**src/hw/kl10Defs_defs.svh**
```systemverilog
`ifndef KL10DEFS_DEFS_SVH
`define KL10DEFS_DEFS_SVH

// CRAM geometry
`define CRAM_AW 9      // CRAM address and microPC width
`define CRAM_DW 36     // Full CRAM word as loaded over the bus

// Diagnostic bus
`define DS_W 7         // Diagnostic select code, group in upper 4 bits

// Clock control
`define BURST_W 9      // Burst count, taken from data bits 8..0

`endif

```
**src/hw/kl10Pkg.sv**
```systemverilog
`default_nettype none

`include "kl10Defs_defs.svh"

package kl10Pkg;

  // Upper 4 bits of the diagnostic select
  typedef enum logic [`DS_W-4:0] {
    DIAG_CLK  = 4'd0,    // Clock control functions
    DIAG_CRAM = 4'd1     // CRAM loading
  } diagGroupT;

  // Lower 3 bits of the select, group 0
  typedef enum logic [2:0] {
    CLK_STOP      = 3'd0,
    CLK_START     = 3'd1,
    CLK_STEP      = 3'd2,  // One microinstruction
    CLK_BURST     = 3'd4,  // Count comes from data
    CLK_CLR_RESET = 3'd6,
    CLK_SET_RESET = 3'd7
  } clkFuncT;

  // Lower 3 bits of the select, group 1
  typedef enum logic [2:0] {
    CRAM_LOAD_ADDR = 3'd0, // Set load pointer
    CRAM_WRITE     = 3'd1  // Write word, bump pointer
  } cramFuncT;

  // One microinstruction
  typedef struct packed {
    logic [`CRAM_DW-`CRAM_AW-1:0] ctl; // Control fields, opaque here
    logic [`CRAM_AW-1:0]          j;   // Next address
  } cramWordT;

endpackage

`default_nettype wire

```
**src/hw/ebusIf.sv**
```systemverilog
`timescale 1ns/1ps
`default_nettype none

`include "kl10Defs_defs.svh"

interface ebusIf import kl10Pkg::*; ();

  logic [`DS_W-1:0]    ds;          // Diagnostic select
  logic [`CRAM_DW-1:0] data;        // Diagnostic data word
  logic                diagStrobe;  // Plain level from the front end

  // Decoded function pulses, one cycle wide
  clkFuncT             clkFunc;
  logic                clkGo;
  cramFuncT            cramFunc;
  logic                cramGo;

  // Front end side, driven at the top level
  modport front (output ds, output data, output diagStrobe);

  // Decoder
  modport dec (
    input  ds, input diagStrobe,
    output clkFunc, output clkGo, output cramFunc, output cramGo
  );

  // Function consumers: clock control and microsequencer
  modport user (input clkFunc, input clkGo, input cramFunc, input cramGo, input data);

endinterface

`default_nettype wire

```
**src/hw/diagDecode.sv**
```systemverilog
`timescale 1ns/1ps
`default_nettype none

`include "kl10Defs_defs.svh"

module diagDecode import kl10Pkg::*; (
  input  logic masterClk,
  input  logic rstN,
  ebusIf.dec   bus
);

  logic            strobeQ;     // Strobe seen last cycle
  logic            strobeRise;
  logic [`DS_W-4:0] group;
  logic [2:0]      func;
  logic            isClk;
  logic            isCram;

  // Split select into group and function
  assign group = bus.ds[`DS_W-1:3];
  assign func  = bus.ds[2:0];

  // Only the first sample of a high strobe counts
  assign strobeRise = bus.diagStrobe & ~strobeQ;

  assign isClk  = (group == DIAG_CLK);
  assign isCram = (group == DIAG_CRAM);   // Anything else falls through

  always_ff @(posedge masterClk) begin
    if (!rstN) begin
      strobeQ <= 1'b0;
    end else begin
      strobeQ <= bus.diagStrobe;
    end
  end

  // Pulse registers, one cycle after the sampling edge
  always_ff @(posedge masterClk) begin
    if (!rstN) begin
      bus.clkGo    <= 1'b0;
      bus.cramGo   <= 1'b0;
      bus.clkFunc  <= CLK_STOP;
      bus.cramFunc <= CRAM_LOAD_ADDR;
    end else begin
      bus.clkGo  <= strobeRise & isClk;
      bus.cramGo <= strobeRise & isCram;
      if (strobeRise) begin
        // Unassigned codes still pass, consumers drop them
        bus.clkFunc  <= clkFuncT'(func);
        bus.cramFunc <= cramFuncT'(func);
      end
    end
  end

endmodule

`default_nettype wire

```
**src/flat_wrapper.sv**
```systemverilog
// flat-port wrapper written by rule: the top's interface ports become plain ports
module diagDecode_flat import kl10Pkg::*;
  (masterClk, rstN, bus_ds, bus_diagStrobe, bus_clkFunc, bus_clkGo, bus_cramFunc, bus_cramGo);
  ebusIf bus_i ();
  input  logic masterClk;
  input  logic rstN;
  input wire logic [$bits(bus_i.ds)-1:0] bus_ds;
  input wire logic [$bits(bus_i.diagStrobe)-1:0] bus_diagStrobe;
  output wire logic [$bits(bus_i.clkFunc)-1:0] bus_clkFunc;
  output wire logic [$bits(bus_i.clkGo)-1:0] bus_clkGo;
  output wire logic [$bits(bus_i.cramFunc)-1:0] bus_cramFunc;
  output wire logic [$bits(bus_i.cramGo)-1:0] bus_cramGo;
  assign bus_i.ds = bus_ds;
  assign bus_i.diagStrobe = bus_diagStrobe;
  assign bus_clkFunc = bus_i.clkFunc;
  assign bus_clkGo = bus_i.clkGo;
  assign bus_cramFunc = bus_i.cramFunc;
  assign bus_cramGo = bus_i.cramGo;
  diagDecode u_core (.masterClk(masterClk), .rstN(rstN), .bus(bus_i));
endmodule
```
**config.mk**
```make
export PLATFORM = sky130hd
export DESIGN_NAME = diagDecode_flat
export DESIGN_NICKNAME = d
export VERILOG_FILES = /design/src/hw/kl10Pkg.sv /design/src/hw/ebusIf.sv /design/src/hw/diagDecode.sv /design/src/flat_wrapper.sv
export VERILOG_INCLUDE_DIRS = /design/src /design/src/hw
export SDC_FILE = /design/constraint.sdc
export NUM_CORES = 1
export LEC_CHECK = 0
export ABC_AREA = 1
export BUFFER_PORTS_ARGS = -buffer_cell sky130_fd_sc_hd__buf_2
export CORE_AREA = 2 2 39 41
export CTS_CLUSTER_DIAMETER = 50
export CTS_CLUSTER_SIZE = 28
export DETAILED_ROUTE_END_ITERATION = 8
export DIE_AREA = 0 0 41 43
export PLACE_DENSITY_LB_ADDON = 0.3
export SYNTH_ARGS = -nofsm -noshare
export SYNTH_HDL_FRONTEND = slang
export SYNTH_SLANG_ARGS = --single-unit
```
**constraint.sdc**
```tcl
create_clock -name masterClk -period 0.95 [get_ports masterClk]
set_clock_uncertainty 0.05 [all_clocks]
set_input_delay 0.19 -clock masterClk [delete_from_list [all_inputs] [get_ports masterClk]]
set_output_delay 0.19 -clock masterClk [all_outputs]
set_load 0.02 [all_outputs]
```
Word-level counts from Yosys, hierarchy flattened
Index checks and enable logic that the tools add are counted.
{"block": "op_classes", "n_eq_ne": 1, "bitwise": 4, "n_reduce_logical": 1}
{"op": "$eq 4x1->1 const B", "count": 1}
{"op": "$logic_not 4->1", "count": 1}
{"op": "$and 1x1->1", "count": 3}
{"op": "$not 1->1", "count": 1}
{"block": "word_totals", "regBits": 6, "in_bits": 10, "output_inout_bits": 8, "elab_cells": 10}

Depth between registers and ports, before layout
{"block": "depth", "ltp_word": 3, "ltp_mapped": 4}

Worst setup path before layout
Ideal clock, no wire load.
{"block": "synth_timing", "path_kind": "reg2out", "from": "register, netlist name u_core.bus.clkFunc[0]", "to": "output port bus_cramFunc[0]", "arrival_time_ps": 617, "t_required_ps": 710, "slack_ps": 93, "path_stages_with_launch": 2, "path_cell_list": "dfxtp_1 -> buf_4"}
{"item": "end, declared", "line": "flat_wrapper.sv:11", "text": "output wire logic [$bits(bus_i.cramFunc)-1:0] bus_cramFunc;"}

Worst setup path in the final report
{"block": "layout_timing", "from": "register u_core.bus.clkFunc[1]", "to": "output port bus_clkFunc[1]"}
{"item": "start, declared", "line": "ebusIf.sv:24", "text": "output clkFunc, output clkGo, output cramFunc, output cramGo"}
{"item": "start signal, assigned", "line": "diagDecode.sv:49", "text": "bus.clkFunc <= clkFuncT'(func);"}
{"item": "end, declared", "line": "flat_wrapper.sv:9", "text": "output wire logic [$bits(bus_i.clkFunc)-1:0] bus_clkFunc;"}
No word-level cell between the ends.

==> impl_summary.txt <==
----------------------------------------------------
[Clock tree]
  Later-pin clock latency in the skew report ... about 0.24 ns
  Post-CTS setup-driven buffer insertion count ... 0
  Clock tree from TritonCTS ... built
  Clock-pin slew of the registers on the worst-case setup and hold paths ... 0.05 ns
  Quantity of hold-fixing buffers added after cts ... 0
  Deepest level of the CTS H-tree ... 1
  Sinks on the clock net ... 6
  Clock Root Buffer ... sky130_fd_sc_hd__clkbuf_4
  Buffer levels on the longest clock path ... 2
  TritonCTS Buffers ... 3

[Route]
  Post-route DRC ... 0
  Remaining number of nets flagged by the antenna check after routing ... 0
  First drt pass iteration count ... 1
  Drt wl/cell ... 7.64 µm
  Via count ... ~260
  Starting DRT DRC Count ... 0
  Sum of routed wire length over all layers ... 527 µm
  Vias per std cell ... 3.81

[Worst setup path]
  Type of the setup path with the least slack ... register to primary output
  Element type at the critical path end ... primary output
  Startpoint kind of the worst setup timing path ... register
  Critical path data arrival time ... a little over 0.7 ns
  FF-to-FF End ... u_core.bus.clkFunc[0]
  Cells on worst reg2reg path ... 4
  Minimum setup slack among reg-to-reg paths ... between 0.15 and 0.2 ns
  Buf/Inv on CP ... 1
  Critical Path Stages ... 1
  Worst R2R Start ... u_core.strobeQ
  Maximum fanout along the worst path ... 3
  Cell at the slowest stage of the critical path ... sky130_fd_sc_hd__dfxtp_2
  Sequence of cells on the critical path ... buf_6
  Required time of the critical path ... 0.71 ns
  Start point of the critical path ... u_core.bus.clkFunc[1]
  Highest cell delay on the worst timing path ... 0.35 ns
  Gate family responsible for the most delay along the worst path ... flip-flops

[Timing]
  Fin. Hold Viols ... 0
  Final period demand of the worst path ... 0.948 ns
  Relative slew slack ... about 91%
  Actual transition at the worst max-transition pin ... 0.133 ns
  RSZ-0062 raised after global routing ... yes
  Final cycle utilization of the critical path ... between 90% and 100%
  Setup Viol. Count Final ... 0
  Smallest hold slack ... ~0.15 ns
  Final worst slack ... 0.00194 ns
  Maximum achievable frequency ... 1050 MHz
  Fin. max-slew vios ... 0

[Finish]
  Count of fill cells added during filler insertion ... 158
  Layout overhead on the synthesized area ... 56.7%
  Count of non-filler cells in the finished layout ... 69
  Final design instance area without fill ... 412 µm²
  Count of nets after finishing ... 65
  Share of final-layout standard cells stronger than drive strength 1 ... 49.1%
  N_diodes ... 0

[Die]
  Cell row count ... 14
  Number of primary I/O pins ... 18
  Core area ... 1380 µm²
  Starting Density ... 19.0%
  Die X-Extent ... 41 µm
  Overall die area ... 1760 µm²
  Height of the die ... 43 µm

[Status]
  Result of the run ... finished, final reports clean

[Worst hold path]
  Hold wc startpoint ... bus_ds[5]
  Worst hold path endpoint ... u_core.bus.clkGo
  Worst hold path stage count ... 4
  Hold WC Path Type ... input port to register

[Place]
  Worst slack at placement ... 0.180 ns
  Placed inst area ... 345 µm²
  Port Buf Inserts ... 17
  Global placer's final weighted congestion ... around 0.63
  Detailed placer's ending HPWL ... 437 µm
  Instance count after placement with tap cells included ... 66

[Pwr]
  Total power per unit cell area ... 1560 nW/µm²
  Highest ir drop seen on vdd ... 0.415 mV
  Leak Pwr ... ~0.22 nW

[Synthesis]
  Post-synthesis cell type count ... 11
  Flip-flop and latch count after synthesis ... 6
  Post-synthesis instance total ... 36
  Post-Synthesis Cell Area ... between 200 and 300 µm²
  Sequential share of the synthesized area ... between 40 and 50%
  Yosys Warn Count ... 0
  Average footprint of a synthesized cell ... 7.30 µm²
  Synth Net Count ... 46

[GRT]
  Total gr overflow ... 0
  Vias in the first global route ... roughly 250
  Initial antenna violation count ... 0
  GRT Overall Usage ... under 10%
  Pin count of the biggest net entering global routing ... 7
  Wire length of the first global-routing pass ... approximately 830 µm

[Flow run]
  Max-cap check violation count ... 0

----------------------------------------------------
-- layout by cell type, fill, tap and decap left out --
cell type,n
sky130_fd_sc_hd__dfxtp_2,3
sky130_fd_sc_hd__clkinv_1,1
sky130_fd_sc_hd__inv_2,1
sky130_fd_sc_hd__nand2_1,4
sky130_fd_sc_hd__buf_2,10
sky130_fd_sc_hd__dfxtp_1,3
sky130_fd_sc_hd__nand3b_1,1
sky130_fd_sc_hd__clkbuf_4,3
sky130_fd_sc_hd__nor2_4,1
sky130_fd_sc_hd__nand3_1,4
sky130_fd_sc_hd__inv_1,5
sky130_fd_sc_hd__nand2_2,1
sky130_fd_sc_hd__nor2_1,9
sky130_fd_sc_hd__buf_4,1
sky130_fd_sc_hd__buf_6,6
-- power by group --
group / switching (mW) / internal, mW / total (mW)
logic: 0.0632 / 0.0641 / 0.127
clock network: 0.0908 / 0.143 / 0.234
registers: 0.0123 / 0.268 / 0.280
total: 0.166 / 0.475 / 0.641
-- per-layer routing --
| metal | global-route usage (%) | part of all wire (%) | up-vias |
|---|---|---|---|
| met5 | 0 | 0 | - |
| met4 | 10.0 | 2.7 | 0 |
| met3 | 4.71 | 10 | 2 |
| met2 | 10.3 | 44 | 17 |
| met1 | 7.07 | 43 | 105 |
| li1 | - | - | 139 |
-- cells in the mapped netlist --
master	instances	area [µm²]
sky130_fd_sc_hd__nor2_1	9	33.8
sky130_fd_sc_hd__dfxtp_1	6	120
sky130_fd_sc_hd__inv_1	5	18.8
sky130_fd_sc_hd__nand2_1	4	15.0
sky130_fd_sc_hd__nand3_1	4	20.0
sky130_fd_sc_hd__buf_4	3	22.5
sky130_fd_sc_hd__clkinv_1	1	3.75
sky130_fd_sc_hd__inv_2	1	3.75
sky130_fd_sc_hd__nand2_2	1	6.26
sky130_fd_sc_hd__nand3b_1	1	7.51
sky130_fd_sc_hd__nor2_4	1	11.3
-- kinds of logic (layout without fill, tap and decap cells) --
family,count (synthesis),after routing,synth area share [%]
flops,6,6,45.7
buf+inv,10,27,18.6
simple gates,20,20,35.7
-- stage by stage --
stage | TNS [ns] | util, % | total power, mW
after detailed placement | 0 | 25.0 | 0.385
after global placement | 0 | 25.0 | 0.384
after CTS | -0.0612 | 29.0 | 0.653
after floorplan | 0 | - | 0.351
after global routing | -0.161 | 29.7 | 0.679
final | 0 | 29.7 | 0.641
-- cell type report --
cell class	count	area (µm²)	area share, %
sequential	6	124	30.1
clock buffer	3	22.5	5.47
tap	16	20.0	4.86
inverter	7	26.3	6.38
timing repair buffer	17	125	30.4
multi-input combinational	20	93.8	22.8
-- registers in the layout (all words and copies together) (netlist names) --
name	count
u_core.bus.cramGo	1
u_core.bus.clkFunc	3
u_core.strobeQ	1
u_core.bus.clkGo	1
-- worst reg2reg max path, delay by kind of cell (launching register included) --
family	cells	cell delay (ns)
flops	1	0.37
buf+inv	1	0.08
simple gates	3	0.20
-- what timing repair did --
| action | CTS | global route |
|---|---|---|
| cloned | 0 | 0 |
| gates resized for setup | 13 | 3 |
| endpoints found under the hold margin | 0 | 0 |
| endpoints found under the setup margin | 6 | 7 |
-- worst max-delay path by stage --
stage                        end  slack [ns]
2_1_floorplan    bus_cramFunc[0]        0.09
3_3_place_gp    u_core.bus.clkGo        0.19
3_5_place_dp   u_core.bus.cramGo        0.18
4_1_cts          bus_cramFunc[1]       -0.01
5_1_grt          bus_cramFunc[1]       -0.03
6_report          bus_clkFunc[1]       0.002
Note: power is estimated with default switching activity, not from simulation.
