## config.mk

```make
export PLATFORM = sky130hd
export DESIGN_NAME = clkControl_flat
export DESIGN_NICKNAME = d
export VERILOG_FILES = /design/src/hw/kl10Pkg.sv /design/src/hw/ebusIf.sv /design/src/hw/clkControl.sv /design/src/flat_wrapper.sv
export VERILOG_INCLUDE_DIRS = /design/src /design/src/hw
export SDC_FILE = /design/constraint.sdc
export NUM_CORES = 1
export LEC_CHECK = 0
export ABC_AREA = 0
export BUFFER_PORTS_ARGS = -buffer_cell sky130_fd_sc_hd__buf_2
export CAP_MARGIN = 20
export CORE_MARGIN = 8
export CORE_UTILIZATION = 36
export DETAILED_ROUTE_END_ITERATION = 16
export PLACE_DENSITY = 0.76
export SYNTH_ARGS = -nofsm -noshare
export SYNTH_HDL_FRONTEND = slang
export SYNTH_SLANG_ARGS = --single-unit
```

## constraint.sdc

```tcl
create_clock -name masterClk -period 1.9 [get_ports masterClk]
set_input_delay 0.19 -clock masterClk [delete_from_list [all_inputs] [get_ports masterClk]]
set_output_delay 0.19 -clock masterClk [all_outputs]
set_load 0.01 [all_outputs]
```

## src/hw/kl10Defs_defs.svh

```systemverilog
`ifndef KL10DEFS_DEFS_SVH
`define KL10DEFS_DEFS_SVH

// CRAM geometry
`define CRAM_AW 9      // CRAM address and microPC width
`define CRAM_DW 36     // Full CRAM word as loaded over the bus

// Diagnostic bus
`define DS_W 7         // Diagnostic select code, group in upper 4 bits

// Clock control
`define BURST_W 9      // Burst count, taken from data bits 8..0

`endif

```

## src/hw/kl10Pkg.sv

```systemverilog
`default_nettype none

`include "kl10Defs_defs.svh"

package kl10Pkg;

  // Upper 4 bits of the diagnostic select
  typedef enum logic [`DS_W-4:0] {
    DIAG_CLK  = 4'd0,    // Clock control functions
    DIAG_CRAM = 4'd1     // CRAM loading
  } diagGroupT;

  // Lower 3 bits of the select, group 0
  typedef enum logic [2:0] {
    CLK_STOP      = 3'd0,
    CLK_START     = 3'd1,
    CLK_STEP      = 3'd2,  // One microinstruction
    CLK_BURST     = 3'd4,  // Count comes from data
    CLK_CLR_RESET = 3'd6,
    CLK_SET_RESET = 3'd7
  } clkFuncT;

  // Lower 3 bits of the select, group 1
  typedef enum logic [2:0] {
    CRAM_LOAD_ADDR = 3'd0, // Set load pointer
    CRAM_WRITE     = 3'd1  // Write word, bump pointer
  } cramFuncT;

  // One microinstruction
  typedef struct packed {
    logic [`CRAM_DW-`CRAM_AW-1:0] ctl; // Control fields, opaque here
    logic [`CRAM_AW-1:0]          j;   // Next address
  } cramWordT;

endpackage

`default_nettype wire

```

## src/hw/ebusIf.sv

```systemverilog
`timescale 1ns/1ps
`default_nettype none

`include "kl10Defs_defs.svh"

interface ebusIf import kl10Pkg::*; ();

  logic [`DS_W-1:0]    ds;          // Diagnostic select
  logic [`CRAM_DW-1:0] data;        // Diagnostic data word
  logic                diagStrobe;  // Plain level from the front end

  // Decoded function pulses, one cycle wide
  clkFuncT             clkFunc;
  logic                clkGo;
  cramFuncT            cramFunc;
  logic                cramGo;

  // Front end side, driven at the top level
  modport front (output ds, output data, output diagStrobe);

  // Decoder
  modport dec (
    input  ds, input diagStrobe,
    output clkFunc, output clkGo, output cramFunc, output cramGo
  );

  // Function consumers: clock control and microsequencer
  modport user (input clkFunc, input clkGo, input cramFunc, input cramGo, input data);

endinterface

`default_nettype wire

```

## src/hw/clkControl.sv

```systemverilog
`timescale 1ns/1ps
`default_nettype none

`include "kl10Defs_defs.svh"

module clkControl import kl10Pkg::*; (
  input  logic masterClk,
  input  logic rstN,
  ebusIf.user  bus,
  output logic mrReset,
  output logic advance
);

  logic                mrResetQ;   // Master reset, up at power on
  logic                runQ;       // Free running
  logic                stepQ;      // One step pending
  logic [`BURST_W-1:0] burstCnt;   // Burst cycles left
  logic                burstBusy;

  assign burstBusy = (burstCnt != '0);

  // Sequencer moves when any source asks and reset is off
  assign advance = ~mrResetQ & (runQ | stepQ | burstBusy);
  assign mrReset = mrResetQ;

  always_ff @(posedge masterClk) begin
    if (!rstN) begin
      mrResetQ <= 1'b1;          // Come up in reset, like a crowbar
      runQ     <= 1'b0;
      stepQ    <= 1'b0;
      burstCnt <= '0;
    end else begin
      // Step and burst drain only when not free running
      if (!runQ) begin
        stepQ <= 1'b0;
        if (burstBusy) begin
          burstCnt <= burstCnt - 1'b1;
        end
      end

      // A new function overrides whatever is draining
      if (bus.clkGo) begin
        case (bus.clkFunc)
          CLK_STOP: begin
            runQ     <= 1'b0;
            burstCnt <= '0;
          end
          CLK_START: runQ <= 1'b1;
          CLK_STEP:  stepQ <= 1'b1;                            // Exactly one cycle
          CLK_BURST: burstCnt <= bus.data[`BURST_W-1:0];     // Zero gives nothing
          CLK_CLR_RESET: mrResetQ <= 1'b0;
          CLK_SET_RESET: begin
            mrResetQ <= 1'b1;
            runQ     <= 1'b0;
          end
          default: ;                 // Codes 3 and 5 do nothing
        endcase
      end
    end
  end

endmodule

`default_nettype wire

```

## src/flat_wrapper.sv

```systemverilog
// flat-port wrapper written by rule: the top's interface ports become plain ports
module clkControl_flat import kl10Pkg::*;
  (masterClk, rstN, mrReset, advance, bus_clkFunc, bus_clkGo, bus_cramFunc, bus_cramGo, bus_data);
  ebusIf bus_i ();
  input  logic masterClk;
  input  logic rstN;
  output logic mrReset;
  output logic advance;
  input wire logic [$bits(bus_i.clkFunc)-1:0] bus_clkFunc;
  input wire logic [$bits(bus_i.clkGo)-1:0] bus_clkGo;
  input wire logic [$bits(bus_i.cramFunc)-1:0] bus_cramFunc;
  input wire logic [$bits(bus_i.cramGo)-1:0] bus_cramGo;
  input wire logic [$bits(bus_i.data)-1:0] bus_data;
  assign bus_i.clkFunc = bus_clkFunc;
  assign bus_i.clkGo = bus_clkGo;
  assign bus_i.cramFunc = bus_cramFunc;
  assign bus_i.cramGo = bus_cramGo;
  assign bus_i.data = bus_data;
  clkControl u_core (.masterClk(masterClk), .rstN(rstN), .bus(bus_i), .mrReset(mrReset), .advance(advance));
endmodule
```

After elaboration in Yosys (flattened, before gate mapping)

Index checks and enable logic that the tools add are counted.

Bitwise operators: 4
Equality and inequality tests: 5
$add $sub $neg: 1
Reductions and logical operators: 7
Muxes and demuxes: 9

Operators by type and width:

| operator              | count |
|---|---|
| $mux W9               | 3 |
| $pmux W9 S2           | 1 |
| $eq A3 B3 Y1 const B  | 3 |
| $reduce_bool A9 Y1    | 1 |
| $sub A9 B1 Y9 const B | 1 |
| $pmux W1 S2           | 2 |
| $reduce_and A2 Y1     | 2 |
| $reduce_bool A2 Y1    | 2 |
| $eq A3 B1 Y1 const B  | 1 |
| $eq A3 B2 Y1 const B  | 1 |
| $logic_not A3 Y1      | 1 |
| $mux W1               | 3 |
| $or A1 B1 Y1          | 2 |
| $reduce_or A2 Y1      | 1 |
| $and A1 B1 Y1         | 1 |
| $not A1 Y1            | 1 |

Register bits: 12
Output and inout bits: 2
Input bits: 46
Word-level logic and storage cells: 30

Depth between registers and ports, before layout

Word-level depth: 5
Mapped depth: 6
Mapped depth without buffers: 6

Least setup slack after synthesis

No wires, ideal clock.

Path type: reg-to-reg
Start point: register u_core.burstCnt[5]
End point: register u_core.burstCnt[1]
Stages on the path, launching flop included: 6
Period minus slack after synthesis: 1822 ps
Required time: 1826 ps
Arrival: 1748 ps
Slack: 78 ps
Library setup time: 74 ps
Path through: dfxtp_1 > or4_1 > buf_2 > o41a_1 > mux2_4 > o22ai_2

Cells in the longest elaborated chain, start to end: 5

Ends and longest elaborated chain:

| element                | line             | source |
|---|---|---|
| from (decl)            | clkControl.sv:17 | `` logic [`BURST_W-1:0] burstCnt; `` |
| from (signal assigned) | clkControl.sv:37 | `burstCnt <= burstCnt - 1'b1;` |
| from (signal assigned) | clkControl.sv:50 | `` CLK_BURST: burstCnt <= bus.data[`BURST_W-1:0]; `` |
| $reduce_bool A9 Y1 (*) | clkControl.sv:20 | `assign burstBusy = (burstCnt != '0);` |
| $mux W9 (*)            | clkControl.sv:36 | `if (burstBusy) begin` |
| $mux W9 (*)            | clkControl.sv:34 | `if (!runQ) begin` |
| $pmux W9 S2            | clkControl.sv:43 | `case (bus.clkFunc)` |
| $mux W9 (*)            | clkControl.sv:42 | `if (bus.clkGo) begin` |

Mark *: on every way between the ends. The rest lies on a longest branch, timed or not.
A chain may end at the register's enable or synchronous reset.

Worst setup path in the final report

Start point: register u_core.burstCnt[0]
End point: output advance

Cells in the longest elaborated chain, start to end: 3

Ends and longest elaborated chain:

| element            | line              | source |
|---|---|---|
| $reduce_bool A9 Y1 | clkControl.sv:20  |  |
| $or A1 B1 Y1       | clkControl.sv:23  | `assign advance = ~mrResetQ & (runQ \| stepQ \| burstBusy);` |
| $and A1 B1 Y1      | clkControl.sv:23  |  |
| to (decl)          | flat_wrapper.sv:8 | `output logic advance;` |

Every way passes these cells.

==> flow_summary_export.csv <==
group,metric,value,unit
critical_path,start_kind,"flip-flop",
cts,clock_latency,280,ps
route,viasPerCell,5.34,
route,finalWirelength,1.72,mm
logic_synthesis,synthArstFlopShare,0,
pwr,p_per_area,1530,mW/mm²
route,drt-pass1-iter-count,4,
logic_synthesis,syn-num-nets,134,
final_layout,fin_cells,130,
route,met2WireLength,824,µm
global_routing,track_usage,0.103,
floorplanning,rows,16,
critical_path,critPathArrivalTime,1660,ps
final_layout,diodes,0,
place,port_buffers,16,
sta,tightest_slew,402,ps
place,place_congestion,0.791,
worst_hold_path,min_from,"bus_clkFunc[1]",
sta,max-slew-margin-rel,0.730,
route,vias,694,
cts,cts_buffers,3,
final_layout,area_delta_synth_final,24.0,%
worst_hold_path,whs_endpoint,"u_core.runQ",
route,top_layer,"met4",
critical_path,r2r_setup_slack,100,ps
sta,max_freq,541,MHz
critical_path,cp.required,1710,ps
cts,clkSlewWorstSetupHoldPaths,80,ps
final_layout,nets,151,
sta,slew_viol_final,0,
worst_hold_path,hold_depth,2,
critical_path,timing.rr.end,"u_core.burstCnt[1]",
logic_synthesis,ys_seq_area_frac,0.347,
place,place_inst,127,
route,drtIter0Drc,31,
logic_synthesis,yosysWarnings,0,
logic_synthesis,synthTopCellsByArea,"dfxtp_1, inv_1, a21oi_1",
floorplanning,core_area,0.00188,mm²
logic_synthesis,ys_ff_latch,12,
logic_synthesis,synth_cells,87,
sta,whs,125,ps
cts,root_buffer,"clkbuf_4",
critical_path,endpoint_kind,"primary output",
run,cap_viol_max_count,0,
sta,worst_slack,51.5,ps
sta,min_period_over_period,0.973,
place,dp_slack,102,ps
place,hpwl,1.28,mm
sta,setup_viol,0,
critical_path,r2r_start,"u_core.burstCnt[5]",
final_layout,nFillCells,201,
floorplanning,io_pins,48,
pwr,vdd_drop_max,0.000824,V
sta,hold_viol,0,
logic_synthesis,synthesis.area,693,µm²
pwr,leakagePower,0.367,nW
worst_hold_path,min_path_type,"in -> reg",
floorplanning,chipHeight,59.9,µm
route,drc,0,
cts,cts_setup_buffers,0,
global_routing,antenna_found_initial,0,
route,met1_length,782,µm
floorplanning,chipWidth,59.9,µm
global_routing,grt_pass1_wl,2.93,mm
floorplanning,initial_utilization,0.368,
global_routing,grt_pass1_vias,677,
critical_path,rr_worst_depth,4,
cts,cts_sinks,12,
status,status,"finished, final reports clean",
final_layout,multi_input_area,418,µm²
cts,h-tree-depth,1,
global_routing,grt_start_max_net_pins,13,
cts,cts_tree,"yes",
floorplanning,fp.dieArea,0.00359,mm²
route,wl_met3,85,µm
sta,rsz0062_at_grt,"true",
logic_synthesis,yosysTopAreaCell,"dfxtp_1",
sta,finalSetupTns,0,ps
logic_synthesis,yosysUniqueCellTypes,34,
route,final_antenna_net_count,0,
cts,cts_buffer_depth,2,
critical_path,crit_path_max_fanout,4,
route,wl_per_cell,13.2,µm
logic_synthesis,synth_commonest_cells,"dfxtp_1, inv_1, a21oi_1, nand2_1, nor2_1",
logic_synthesis,avgSynthCellArea,7.97,µm²
logic_synthesis,yosys.area.top_type_share,0.347,
critical_path,critPathKind,"reg -> out",
sta,fin_skew,8.84,ps
final_layout,seqCellArea,243,µm²
logic_synthesis,ys.flop_type,"dfxtp_1",
logic_synthesis,synth_edf_count,0,
final_layout,drive_gt1_frac,0.301,
sta,layout_min_cycle_time,1850,ps
global_routing,grt-ovfl-total,0,
logic_synthesis,synthMostInstantiatedCell,"dfxtp_1",
==> registers in the layout, summed over array words and instances, names as in the netlist <==
| register | count |
|---|---|
| u_core.runQ | 1 |
| u_core.mrReset | 1 |
| u_core.burstCnt | 9 |
| u_core.stepQ | 1 |
==> metal layers <==
layer / global-route usage / up-vias
met3: 0.0280 / 4
met1: 0.122 / 315
met5: 0 / -
met2: 0.174 / 23
met4: 0.0340 / 0
li1: - / 352
==> worst max path at each step <==
stage	start	end
floorplan	u_core.burstCnt[5]	u_core.burstCnt[1]
global placement	u_core.burstCnt[5]	u_core.burstCnt[5]
detailed placement	u_core.burstCnt[5]	u_core.burstCnt[1]
CTS	u_core.burstCnt[0]	advance
global route	u_core.burstCnt[0]	advance
finish	u_core.burstCnt[0]	advance
==> layout by cell type (no fill, tap or decap), types with 2 or more instances in the layout <==
cell type	synthesis	layout
inv_2	0	2
nor4_1	3	2
a211oi_1	2	2
o211ai_1	4	4
nand3_1	2	2
dfxtp_1	12	10
clkbuf_4	0	3
nand2_1	7	7
o31ai_1	2	2
o22ai_1	2	2
o21ai_0	2	2
a311oi_1	2	2
o311ai_1	2	2
inv_1	11	9
nor2_1	6	6
dfxtp_2	0	2
a21oi_1	7	7
buf_2	1	16
==> cell families (layout without fill, tap and decap cells) <==
family	Yosys count	after routing	share of synthesized area
AOI/OAI and AO/OA	29	29	0.301
and+or+nand+nor	25	25	0.184
buffers and inverters	16	32	0.0884
DFF	12	12	0.347
xor gates and xnor gates	2	2	0.0253
muxes	2	2	0.0361
adders and majority gates	1	1	0.0180
==> cell type report <==
| cell class | count | area share |
|---|---|---|
| sequential | 12 | 0.282 |
| inverter | 11 | 0.0480 |
| multi-input combinational | 59 | 0.486 |
| timing repair buffer | 17 | 0.102 |
| tap | 27 | 0.0393 |
| clock buffer | 4 | 0.0422 |
==> per-stage QoR <==
step | instance area, µm² | total power [W] | util
floorplan | 693 | 0.000896 | -
global placement | 802 | 0.00103 | 0.426
detailed placement | 802 | 0.00105 | 0.426
CTS | 860 | 0.00131 | 0.457
global route | 860 | 0.00142 | 0.457
finish | 860 | 0.00132 | 0.457
==> critical path, stage by stage (launching register included) <==
cell and delay [ps]:
dfxtp_2 350, inv_2 70, ha_4 140, or4b_4 480
nor4_2 150, nor2_1 60, buf_2 140
==> power by group <==
part           switching (W)  total, W  internal, W
sequential         0.0000913  0.000423     0.000332
combinational       0.000323  0.000688     0.000365
clock              0.0000919  0.000208     0.000117
total               0.000506   0.00132     0.000813
==> what timing repair did <==
item | 4_1_cts | 5_1_grt
gates resized for setup | 7 | 2
pin swaps | 0 | 1
hold buffers | 0 | 0
endpoints found under the setup margin | 1 | 2
No activity file was read; power rests on OpenSTA's default activity.
